[config.mk]
export PLATFORM = sky130hd
export DESIGN_NAME = csr_unit
export DESIGN_NICKNAME = d
export VERILOG_FILES = /design/src/common/csr_pkg.sv /design/src/rtl/trap_ctrl.sv /design/src/timer/csr_timer.sv /design/src/rtl/intr_ctrl.sv /design/src/rtl/scratch_regs.sv /design/src/rtl/csr_read_mux.sv /design/src/rtl/csr_unit.sv
export SDC_FILE = /design/constraint.sdc
export NUM_CORES = 1
export LEC_CHECK = 0
export ABC_AREA = 0
export BUFFER_PORTS_ARGS = -buffer_cell sky130_fd_sc_hd__buf_2
export CELL_PAD_IN_SITES_DETAIL_PLACEMENT = 1
export CELL_PAD_IN_SITES_GLOBAL_PLACEMENT = 1
export CORE_MARGIN = 3
export CORE_UTILIZATION = 43
export CTS_BUF_LIST = sky130_fd_sc_hd__clkbuf_16
export DETAILED_ROUTE_END_ITERATION = 6
export GPL_TIMING_DRIVEN = 0
export PLACE_DENSITY = 0.87
export SYNTH_ARGS = -nofsm -noshare
export SYNTH_HDL_FRONTEND = slang
export SYNTH_SLANG_ARGS = --single-unit
[constraint.sdc]
create_clock -name clk -period 4.1 [get_ports clk]
set_clock_uncertainty 0.15 [all_clocks]
set_input_delay 0.82 -clock clk [delete_from_list [all_inputs] [get_ports clk]]
set_output_delay 0.82 -clock clk [all_outputs]
set_load 0.005 [all_outputs]
[src/common/csr_pkg.sv]
package csr_pkg;

    typedef logic [13:0] csr_addr_t;
    typedef logic [31:0] csr_data_t;

    // csr numbers
    localparam csr_addr_t ADDR_CRMD   = 14'h000;
    localparam csr_addr_t ADDR_PRMD   = 14'h001;
    localparam csr_addr_t ADDR_ECFG   = 14'h004;
    localparam csr_addr_t ADDR_ESTAT  = 14'h005;
    localparam csr_addr_t ADDR_ERA    = 14'h006;
    localparam csr_addr_t ADDR_EENTRY = 14'h00c;
    localparam csr_addr_t ADDR_SAVE0  = 14'h030;
    localparam csr_addr_t ADDR_TID    = 14'h040;
    localparam csr_addr_t ADDR_TCFG   = 14'h041;
    localparam csr_addr_t ADDR_TVAL   = 14'h042;
    localparam csr_addr_t ADDR_TICLR  = 14'h044;

    // low bit of each field
    localparam int CRMD_PLV       = 0;
    localparam int CRMD_IE        = 2;
    localparam int CRMD_DA        = 3;
    localparam int CRMD_PG        = 4;
    localparam int CRMD_DATF      = 5;
    localparam int CRMD_DATM      = 7;
    localparam int PRMD_PPLV      = 0;
    localparam int PRMD_PIE       = 2;
    localparam int ESTAT_IS_SW    = 0;
    localparam int ESTAT_IS_HW    = 2;
    localparam int ESTAT_IS_TIMER = 11;
    localparam int ESTAT_ECODE    = 16;
    localparam int ESTAT_ESUBCODE = 22;
    localparam int TCFG_EN        = 0;
    localparam int TCFG_PERIODIC  = 1;
    localparam int TCFG_INITVAL   = 2;
    localparam int TICLR_CLR      = 0;

    localparam int INT_BITS   = 13;
    localparam int ECODE_W    = 6;
    localparam int ESUBCODE_W = 9;
    localparam int HW_INT_W   = 8;

    // bits 12:11 and 9:0
    localparam csr_data_t ECFG_MASK   = 32'h0000_1bff;
    localparam csr_data_t CRMD_RESET  = 32'h0000_0008;
    localparam csr_data_t EENTRY_MASK = 32'hffff_ffc0;

endpackage

[src/rtl/trap_ctrl.sv]
`timescale 1ns/10ps

module trap_ctrl (
    input  logic                                          clk,
    input  logic                                          reset,
    input  logic                                          wr_en,
    input  csr_pkg::csr_addr_t                            waddr,
    input  csr_pkg::csr_data_t                            wdata,
    input  logic                                          excp_flush,
    input  logic                                          ertn_flush,
    input  csr_pkg::csr_data_t                            era_in,
    input  logic [csr_pkg::ECODE_W-1:0]                   ecode,
    input  logic [csr_pkg::ESUBCODE_W-1:0]                esubcode,
    output csr_pkg::csr_data_t                            crmd,
    output csr_pkg::csr_data_t                            prmd,
    output csr_pkg::csr_data_t                            era,
    output csr_pkg::csr_data_t                            eentry,
    output logic [csr_pkg::ECODE_W+csr_pkg::ESUBCODE_W-1:0] estat_code,
    output logic                                          ie,
    output logic [1:0]                                    plv_out,
    output logic [1:0]                                    dapg,
    output logic [1:0]                                    datf,
    output logic [1:0]                                    datm
);

    logic crmd_wen;
    logic prmd_wen;
    logic era_wen;
    logic eentry_wen;

    assign crmd_wen   = wr_en && (waddr == csr_pkg::ADDR_CRMD);
    assign prmd_wen   = wr_en && (waddr == csr_pkg::ADDR_PRMD);
    assign era_wen    = wr_en && (waddr == csr_pkg::ADDR_ERA);
    assign eentry_wen = wr_en && (waddr == csr_pkg::ADDR_EENTRY);

    always_ff @(posedge clk) begin
        if (reset) begin
            crmd       <= csr_pkg::CRMD_RESET;
            prmd       <= '0;
            era        <= '0;
            eentry     <= '0;
            estat_code <= '0;
        end else begin
            // trap entry drops to kernel with interrupts off
            if (excp_flush) begin
                crmd[csr_pkg::CRMD_PLV +: 2]  <= 2'b00;
                crmd[csr_pkg::CRMD_IE]        <= 1'b0;
                prmd[csr_pkg::PRMD_PPLV +: 2] <= crmd[csr_pkg::CRMD_PLV +: 2];
                prmd[csr_pkg::PRMD_PIE]       <= crmd[csr_pkg::CRMD_IE];
                era                           <= era_in;
                estat_code                    <= {esubcode, ecode};
            end else if (ertn_flush) begin
                crmd[csr_pkg::CRMD_PLV +: 2] <= prmd[csr_pkg::PRMD_PPLV +: 2];
                crmd[csr_pkg::CRMD_IE]       <= prmd[csr_pkg::PRMD_PIE];
            end else begin
                if (crmd_wen) begin
                    crmd[csr_pkg::CRMD_PLV +: 2]  <= wdata[csr_pkg::CRMD_PLV +: 2];
                    crmd[csr_pkg::CRMD_IE]        <= wdata[csr_pkg::CRMD_IE];
                    crmd[csr_pkg::CRMD_DA]        <= wdata[csr_pkg::CRMD_DA];
                    crmd[csr_pkg::CRMD_PG]        <= wdata[csr_pkg::CRMD_PG];
                    crmd[csr_pkg::CRMD_DATF +: 2] <= wdata[csr_pkg::CRMD_DATF +: 2];
                    crmd[csr_pkg::CRMD_DATM +: 2] <= wdata[csr_pkg::CRMD_DATM +: 2];
                end
                if (prmd_wen) begin
                    prmd[csr_pkg::PRMD_PPLV +: 2] <= wdata[csr_pkg::PRMD_PPLV +: 2];
                    prmd[csr_pkg::PRMD_PIE]       <= wdata[csr_pkg::PRMD_PIE];
                end
                if (era_wen) begin
                    era <= wdata;
                end
            end
            if (eentry_wen) begin
                eentry <= wdata & csr_pkg::EENTRY_MASK;
            end
        end
    end

    // level seen by fetch after this edge
    always_comb begin
        if (excp_flush) begin
            plv_out = 2'b00;
        end else if (ertn_flush) begin
            plv_out = prmd[csr_pkg::PRMD_PPLV +: 2];
        end else if (crmd_wen) begin
            plv_out = wdata[csr_pkg::CRMD_PLV +: 2];
        end else begin
            plv_out = crmd[csr_pkg::CRMD_PLV +: 2];
        end
    end

    assign ie   = crmd[csr_pkg::CRMD_IE];
    assign dapg = {crmd[csr_pkg::CRMD_DA], crmd[csr_pkg::CRMD_PG]};
    assign datf = crmd[csr_pkg::CRMD_DATF +: 2];
    assign datm = crmd[csr_pkg::CRMD_DATM +: 2];

    a_flush_onehot: assert property (@(posedge clk) disable iff (reset)
        !(excp_flush && ertn_flush))
        else $error("excp_flush and ertn_flush raised in the same cycle");

endmodule

[src/timer/csr_timer.sv]
`timescale 1ns/10ps

module csr_timer (
    input  logic               clk,
    input  logic               reset,
    input  logic               wr_en,
    input  csr_pkg::csr_addr_t waddr,
    input  csr_pkg::csr_data_t wdata,
    output csr_pkg::csr_data_t tcfg,
    output csr_pkg::csr_data_t tval,
    output logic               timer_int
);

    logic tcfg_wen;
    logic ticlr_wen;
    logic timer_en;
    logic expire;
    csr_pkg::csr_data_t reload;

    assign tcfg_wen  = wr_en && (waddr == csr_pkg::ADDR_TCFG);
    assign ticlr_wen = wr_en && (waddr == csr_pkg::ADDR_TICLR);

    assign reload = {tcfg[31:csr_pkg::TCFG_INITVAL], 2'b00};
    // a tcfg write in the same cycle wins over expiry
    assign expire = timer_en && (tval == '0) && !tcfg_wen;

    always_ff @(posedge clk) begin
        if (reset) begin
            tcfg      <= '0;
            tval      <= '0;
            timer_en  <= 1'b0;
            timer_int <= 1'b0;
        end else begin
            if (tcfg_wen) begin
                tcfg     <= wdata;
                tval     <= {wdata[31:csr_pkg::TCFG_INITVAL], 2'b00};
                timer_en <= wdata[csr_pkg::TCFG_EN];
            end else if (expire) begin
                // one-shot parks at all-ones
                tval     <= tcfg[csr_pkg::TCFG_PERIODIC] ? reload : '1;
                timer_en <= tcfg[csr_pkg::TCFG_PERIODIC];
            end else if (timer_en) begin
                tval <= tval - 32'd1;
            end

            if (ticlr_wen && wdata[csr_pkg::TICLR_CLR]) begin
                timer_int <= 1'b0;
            end else if (expire) begin
                timer_int <= 1'b1;
            end
        end
    end

    a_tval_hold: assert property (@(posedge clk) disable iff (reset)
        (!timer_en && !tcfg_wen) |=> $stable(tval))
        else $error("tval changed while the timer was disabled");

endmodule

[src/rtl/intr_ctrl.sv]
`timescale 1ns/10ps

module intr_ctrl (
    input  logic                          clk,
    input  logic                          reset,
    input  logic                          wr_en,
    input  csr_pkg::csr_addr_t            waddr,
    input  csr_pkg::csr_data_t            wdata,
    input  logic [csr_pkg::HW_INT_W-1:0]  hw_int,
    input  logic                          timer_int,
    input  logic                          ie,
    output csr_pkg::csr_data_t            ecfg,
    output logic [csr_pkg::INT_BITS-1:0]  estat_is,
    output logic                          has_int
);

    logic ecfg_wen;
    logic estat_wen;
    logic [1:0] sw_int;
    logic [csr_pkg::HW_INT_W-1:0] hw_q;

    assign ecfg_wen  = wr_en && (waddr == csr_pkg::ADDR_ECFG);
    assign estat_wen = wr_en && (waddr == csr_pkg::ADDR_ESTAT);

    always_ff @(posedge clk) begin
        if (reset) begin
            ecfg   <= '0;
            sw_int <= '0;
            hw_q   <= '0;
        end else begin
            if (ecfg_wen) begin
                ecfg <= wdata & csr_pkg::ECFG_MASK;
            end
            // only the two software bits of estat are writable
            if (estat_wen) begin
                sw_int <= wdata[csr_pkg::ESTAT_IS_SW +: 2];
            end
            hw_q <= hw_int;
        end
    end

    always_comb begin
        estat_is = '0;
        estat_is[csr_pkg::ESTAT_IS_SW +: 2] = sw_int;
        estat_is[csr_pkg::ESTAT_IS_HW +: csr_pkg::HW_INT_W] = hw_q;
        estat_is[csr_pkg::ESTAT_IS_TIMER] = timer_int;
    end

    assign has_int = (|(estat_is & ecfg[csr_pkg::INT_BITS-1:0])) && ie;

endmodule

[src/rtl/scratch_regs.sv]
`timescale 1ns/10ps

module scratch_regs #(
    parameter int NUM_SAVE = 4
) (
    input  logic               clk,
    input  logic               reset,
    input  logic               wr_en,
    input  csr_pkg::csr_addr_t waddr,
    input  csr_pkg::csr_data_t wdata,
    output csr_pkg::csr_data_t save [NUM_SAVE],
    output csr_pkg::csr_data_t tid
);

    csr_pkg::csr_addr_t save_off;
    logic tid_wen;

    // below ADDR_SAVE0 this wraps high and matches no index
    assign save_off = waddr - csr_pkg::ADDR_SAVE0;
    assign tid_wen  = wr_en && (waddr == csr_pkg::ADDR_TID);

    always_ff @(posedge clk) begin
        if (reset) begin
            for (int i = 0; i < NUM_SAVE; i++) begin
                save[i] <= '0;
            end
            tid <= '0;
        end else begin
            for (int i = 0; i < NUM_SAVE; i++) begin
                if (wr_en && (save_off == csr_pkg::csr_addr_t'(i))) begin
                    save[i] <= wdata;
                end
            end
            if (tid_wen) begin
                tid <= wdata;
            end
        end
    end

endmodule

[src/rtl/csr_read_mux.sv]
`timescale 1ns/10ps

module csr_read_mux #(
    parameter int NUM_SAVE = 4
) (
    input  csr_pkg::csr_addr_t                            raddr,
    input  logic                                          wr_en,
    input  csr_pkg::csr_addr_t                            waddr,
    input  csr_pkg::csr_data_t                            wdata,
    input  csr_pkg::csr_data_t                            crmd,
    input  csr_pkg::csr_data_t                            prmd,
    input  csr_pkg::csr_data_t                            era,
    input  csr_pkg::csr_data_t                            eentry,
    input  csr_pkg::csr_data_t                            ecfg,
    input  csr_pkg::csr_data_t                            tcfg,
    input  csr_pkg::csr_data_t                            tval,
    input  csr_pkg::csr_data_t                            tid,
    input  csr_pkg::csr_data_t                            save [NUM_SAVE],
    input  logic [csr_pkg::ECODE_W+csr_pkg::ESUBCODE_W-1:0] estat_code,
    input  logic [csr_pkg::INT_BITS-1:0]                  estat_is,
    output csr_pkg::csr_data_t                            rdata
);

    csr_pkg::csr_data_t estat;
    csr_pkg::csr_data_t reg_data;
    csr_pkg::csr_addr_t save_roff;

    // estat_code packs the subcode above the code
    always_comb begin
        estat = '0;
        estat[csr_pkg::INT_BITS-1:0] = estat_is;
        estat[csr_pkg::ESTAT_ECODE +: csr_pkg::ECODE_W] = estat_code[csr_pkg::ECODE_W-1:0];
        estat[csr_pkg::ESTAT_ESUBCODE +: csr_pkg::ESUBCODE_W] =
            estat_code[csr_pkg::ECODE_W +: csr_pkg::ESUBCODE_W];
    end

    assign save_roff = raddr - csr_pkg::ADDR_SAVE0;

    always_comb begin
        reg_data = '0;
        case (raddr)
            csr_pkg::ADDR_CRMD:   reg_data = crmd;
            csr_pkg::ADDR_PRMD:   reg_data = prmd;
            csr_pkg::ADDR_ECFG:   reg_data = ecfg;
            csr_pkg::ADDR_ESTAT:  reg_data = estat;
            csr_pkg::ADDR_ERA:    reg_data = era;
            csr_pkg::ADDR_EENTRY: reg_data = eentry;
            csr_pkg::ADDR_TID:    reg_data = tid;
            csr_pkg::ADDR_TCFG:   reg_data = tcfg;
            csr_pkg::ADDR_TVAL:   reg_data = tval;
            default:              reg_data = '0;
        endcase
        for (int i = 0; i < NUM_SAVE; i++) begin
            if (save_roff == csr_pkg::csr_addr_t'(i)) begin
                reg_data = save[i];
            end
        end
    end

    // forward a write landing on the read address this cycle
    assign rdata = (wr_en && (waddr == raddr)) ? wdata : reg_data;

endmodule

[src/rtl/csr_unit.sv]
`timescale 1ns/10ps

module csr_unit #(
    parameter int NUM_SAVE = 4
) (
    input  logic                               clk,
    input  logic                               reset,
    input  logic                               wr_en,
    input  csr_pkg::csr_addr_t                 waddr,
    input  csr_pkg::csr_data_t                 wdata,
    input  csr_pkg::csr_addr_t                 raddr,
    output csr_pkg::csr_data_t                 rdata,
    input  logic                               excp_flush,
    input  logic                               ertn_flush,
    input  csr_pkg::csr_data_t                 era_in,
    input  logic [csr_pkg::ECODE_W-1:0]        ecode,
    input  logic [csr_pkg::ESUBCODE_W-1:0]     esubcode,
    input  logic [csr_pkg::HW_INT_W-1:0]       hw_int,
    output logic                               has_int,
    output logic [1:0]                         plv_out,
    output csr_pkg::csr_data_t                 eentry_out,
    output csr_pkg::csr_data_t                 era_out,
    output logic [1:0]                         dapg,
    output logic [1:0]                         datf,
    output logic [1:0]                         datm
);

    csr_pkg::csr_data_t crmd;
    csr_pkg::csr_data_t prmd;
    csr_pkg::csr_data_t ecfg;
    csr_pkg::csr_data_t tcfg;
    csr_pkg::csr_data_t tval;
    csr_pkg::csr_data_t tid;
    csr_pkg::csr_data_t save [NUM_SAVE];
    logic [csr_pkg::ECODE_W+csr_pkg::ESUBCODE_W-1:0] estat_code;
    logic [csr_pkg::INT_BITS-1:0] estat_is;
    logic ie;
    logic timer_int;

    trap_ctrl u_trap (
        .clk        (clk),
        .reset      (reset),
        .wr_en      (wr_en),
        .waddr      (waddr),
        .wdata      (wdata),
        .excp_flush (excp_flush),
        .ertn_flush (ertn_flush),
        .era_in     (era_in),
        .ecode      (ecode),
        .esubcode   (esubcode),
        .crmd       (crmd),
        .prmd       (prmd),
        .era        (era_out),
        .eentry     (eentry_out),
        .estat_code (estat_code),
        .ie         (ie),
        .plv_out    (plv_out),
        .dapg       (dapg),
        .datf       (datf),
        .datm       (datm)
    );

    intr_ctrl u_intr (
        .clk       (clk),
        .reset     (reset),
        .wr_en     (wr_en),
        .waddr     (waddr),
        .wdata     (wdata),
        .hw_int    (hw_int),
        .timer_int (timer_int),
        .ie        (ie),
        .ecfg      (ecfg),
        .estat_is  (estat_is),
        .has_int   (has_int)
    );

    csr_timer u_timer (
        .clk       (clk),
        .reset     (reset),
        .wr_en     (wr_en),
        .waddr     (waddr),
        .wdata     (wdata),
        .tcfg      (tcfg),
        .tval      (tval),
        .timer_int (timer_int)
    );

    scratch_regs #(.NUM_SAVE(NUM_SAVE)) u_scratch (
        .clk   (clk),
        .reset (reset),
        .wr_en (wr_en),
        .waddr (waddr),
        .wdata (wdata),
        .save  (save),
        .tid   (tid)
    );

    csr_read_mux #(.NUM_SAVE(NUM_SAVE)) u_rmux (
        .raddr      (raddr),
        .wr_en      (wr_en),
        .waddr      (waddr),
        .wdata      (wdata),
        .crmd       (crmd),
        .prmd       (prmd),
        .era        (era_out),
        .eentry     (eentry_out),
        .ecfg       (ecfg),
        .tcfg       (tcfg),
        .tval       (tval),
        .tid        (tid),
        .save       (save),
        .estat_code (estat_code),
        .estat_is   (estat_is),
        .rdata      (rdata)
    );

endmodule

==> results.cfg <==
[detailed_routing]
drt-initial-drc-count = 2514
dr.pass1.iters = 7
route.detailed.drc = 2
ant_nets = 0
wirelength_um = 86800
vias = 19400
wl_per_cell_um = 29.5
routed_via_density = 6.59

[synth]
synthArstFlopShare_pct = 0
seq_area_frac_synth_pct = 40.3
ys.flop_type = dfxtp_1
synth_commonest_cells = 477 x nand2_1, 333 x dfxtp_1, 289 x a21oi_1
synth-adder-area-share_pct = 0.0757
synth_xor_area_share_pct = 1.22
synth_mux_area_share_pct = 5.32
synth_compound_area_share_pct = 24.0
synth.most_common_cell = nand2_1
synth-seq-cells = 333
synth-simple-area-share_pct = 23.5
avgSynthCellArea_um2 = 7.70
yosys_warnings = 0
synth_top_cell_by_area = dfxtp_1
synthCells = 2146
syn_area_um2 = 16500
synthDistinctLibCells = 79
synth_top_family_by_area = compound AO/OA/AOI/OAI gates
synth_top_area_share_pct = 40.3
synth_edf_count = 0
synth_area_leaders = dfxtp_1 40%, nand2_1 11%, a21oi_1 8.8%, mux2i_1 4.8%, clkbuf_1 4.1%

[status]
violations = design-rule violations, negative setup slack
status = complete, but fails checks

[power_and_ir_drop]
p_int_w = 0.00531
ir_drop_v = 0.000290
pwr-share-clk_pct = 47.3
p_sw_share_pct = 26.6
pwr-share-seq_pct = 45.6
p_total_w = 0.00723
p_sw_w = 0.00192
p_leak_nw = 7.40
power.share.combinational_pct = 7.2
power_density_nw_per_um2 = 361

[timing]
rsz0062_at_grt = true
max-slew-margin-rel_pct = 16.5
finalSetupViolCount = 4
holdWs_ps = 303
final-hold-violation-count = 0
setup_slack_ps = -58.5
fin_setup_tns_ps = -114
post-route-min-period_ps = 4160
fin_crit_sh_pct = 101
max_clock_freq_mhz = 240
drv_slew = 0
worst_pin_slew_ps = 1240

[worst_setup_path]
reg2reg_depth = 7
critPathArrivalTime_ps = 3190
cp-start-kind = input port
r2r-end = u_timer.tval[9]$_SDFFE_PP0P_
end_kind = output port
r2r_slack_ps = 770
path_class = in2out
required_ps = 3130
worstPathMaxFanout = 6
rr_startpoint = u_timer.timer_en$_SDFFE_PP0P_

[grt]
grt_max_degree = 13
grt_overflow = 0
grt_use_total_pct = 40.6
grt_pass1_wl_um = 125000
antenna_found_initial = 2
grt_pass1_vias = 19300

[hold_path]
worstHoldEndpoint = u_scratch.save[2]$_SDFFE_PP0P_
worstHoldPathCells = 2
hp-start = u_scratch.save[2]$_SDFFE_PP0P_
hp-class = reg2reg

[floorplan]
ios = 225
design.core.area_um2 = 37800
fp-row-count = 71
die_height_um = 202
initial_utilization_pct = 43.8
die_x_um = 202
die_area_um2 = 40800

[cells_and_area]
seqCellArea_um2 = 6670
fin_util_pct = 53.0
antenna_cells = 0
drive_gt1_share_pct = 17.0
nFillCells = 4721
area_growth_syn_to_layout_pct = 21.1
multi_input_area_um2 = 9230
finalNetCount = 2523

[placed_design]
io_buffers = 194
place_congestion = 1.01
dp_hpwl_um = 63600

[cts]
h-tree-depth = 2
clock_sinks = 333
numCtsBuffers = 39
clkLatencyLatePin_ps = 580
cts_max_path_buffers = 3
clkTransAtPathRegs_ps = 50
cts_tree = done
cts-root-buf = clkbuf_16

[job]
drv_cap = 0
[area by class of cell]
class	count	area share (%)
multi-input cells	1592	46.1
clock inverters	32	1.04
plain buffers	211	5.29
flip-flops and latches	333	33.3
clock buffers	40	5.00
inverters	10	0.188
repair buffers	215	5.86
well taps	511	3.19
[how the worst max path moves through the flow]
stage	startpoint	end	slack (ps)	cells past startpoint
floorplan	raddr[3]	rdata[4]	370	8
global placement	raddr[1]	rdata[29]	-1300	9
detailed placement	raddr[1]	rdata[29]	-1390	9
CTS	raddr[3]	rdata[11]	5	10
global route	raddr[6]	rdata[4]	-20	8
finish	raddr[6]	rdata[4]	-60	8
[layout by cell type (no fill, tap or decap), drive strengths merged, types with 11 or more instances in the layout]
cell	Yosys	routed
inv	9	21
a22o	19	19
o22ai	28	28
dfxtp	333	333
nor4	24	24
a211oi	11	11
clkinv	1	17
nor2b	14	14
nand3	27	27
nor3	36	36
o21ai	51	51
nand2	477	477
nand2b	14	14
xnor2	16	16
nor2	173	173
or3	18	18
nand4	12	12
a21oi	289	289
and3	28	28
mux2i	80	80
clkbuf	180	209
a221oi	13	13
o221ai	22	22
a22oi	37	37
a222oi	47	47
buf	36	257
[what timing repair did]
action	in CTS	in global routing
hold buffers	0	0
gates resized for setup	102	59
cloned	0	0
pin swaps	14	17
buffers inserted	18	3
endpoints found under the setup margin	32	30
[critical path, cell delays in order]
cell and delay (ps):
buf_8 100, or4b_4 650, nor4_4 460, nand2_1 150
a22o_4 310, a311o_1 380, a21oi_2 180, buf_2 140
[stage by stage]
stage,area (um^2),setup slack [ps],cells
final,20000,-58.5,2944
after global routing,20000,-16.5,2944
after CTS,19800,5.46,2942
after detailed placement,18200,-1390,2856
after global placement,18200,-1300,2856
after floorplan,16500,372,2151
[flip-flops by register name, summed over array words and instances, names as in the netlist]
register,flops
u_intr.ecfg,12
u_intr.hw_q,8
u_intr.sw_int,2
u_scratch.save,128
u_scratch.tid,32
u_timer.tcfg,32
u_timer.timer_en,1
u_timer.timer_int,1
u_timer.tval,32
u_trap.crmd,9
u_trap.eentry,26
u_trap.era,32
u_trap.estat_code,15
u_trap.prmd,3
[cells by family (layout without fill, tap and decap cells)]
group	count (synthesis)	in the layout
DFF	333	333
buffers and inverters	226	508
xor gates and xnor gates	23	23
and+or+nand+nor	867	867
muxes	87	87
other	1	6
AOI/OAI and AO/OA	608	608
adders and majority gates	1	1
[metal layers]
| layer | part of all wire, % | GRT usage, % | up-vias | routed length, um |
|---|---|---|---|---|
| met3 | 12 | 9.97 | 345 | 10500 |
| met2 | 44 | 63.1 | 1360 | 38200 |
| met5 | 0.025 | 0 | - | 22 |
| met4 | 6.1 | 22.0 | 4 | 5280 |
| met1 | 38 | 52.1 | 9544 | 32800 |
| li1 | - | - | 8159 | - |
[power by group through the flow]
stage | combinational, W | sequential [W] | clock [W]
after floorplan | 0.000220 | 0.00336 | 0
after global placement | 0.000459 | 0.00336 | 0
after detailed placement | 0.000467 | 0.00337 | 0
after CTS | 0.000486 | 0.00329 | 0.00342
after global routing | 0.000527 | 0.00330 | 0.00355
final | 0.000520 | 0.00330 | 0.00342
(Power assumes the default switching activity.)
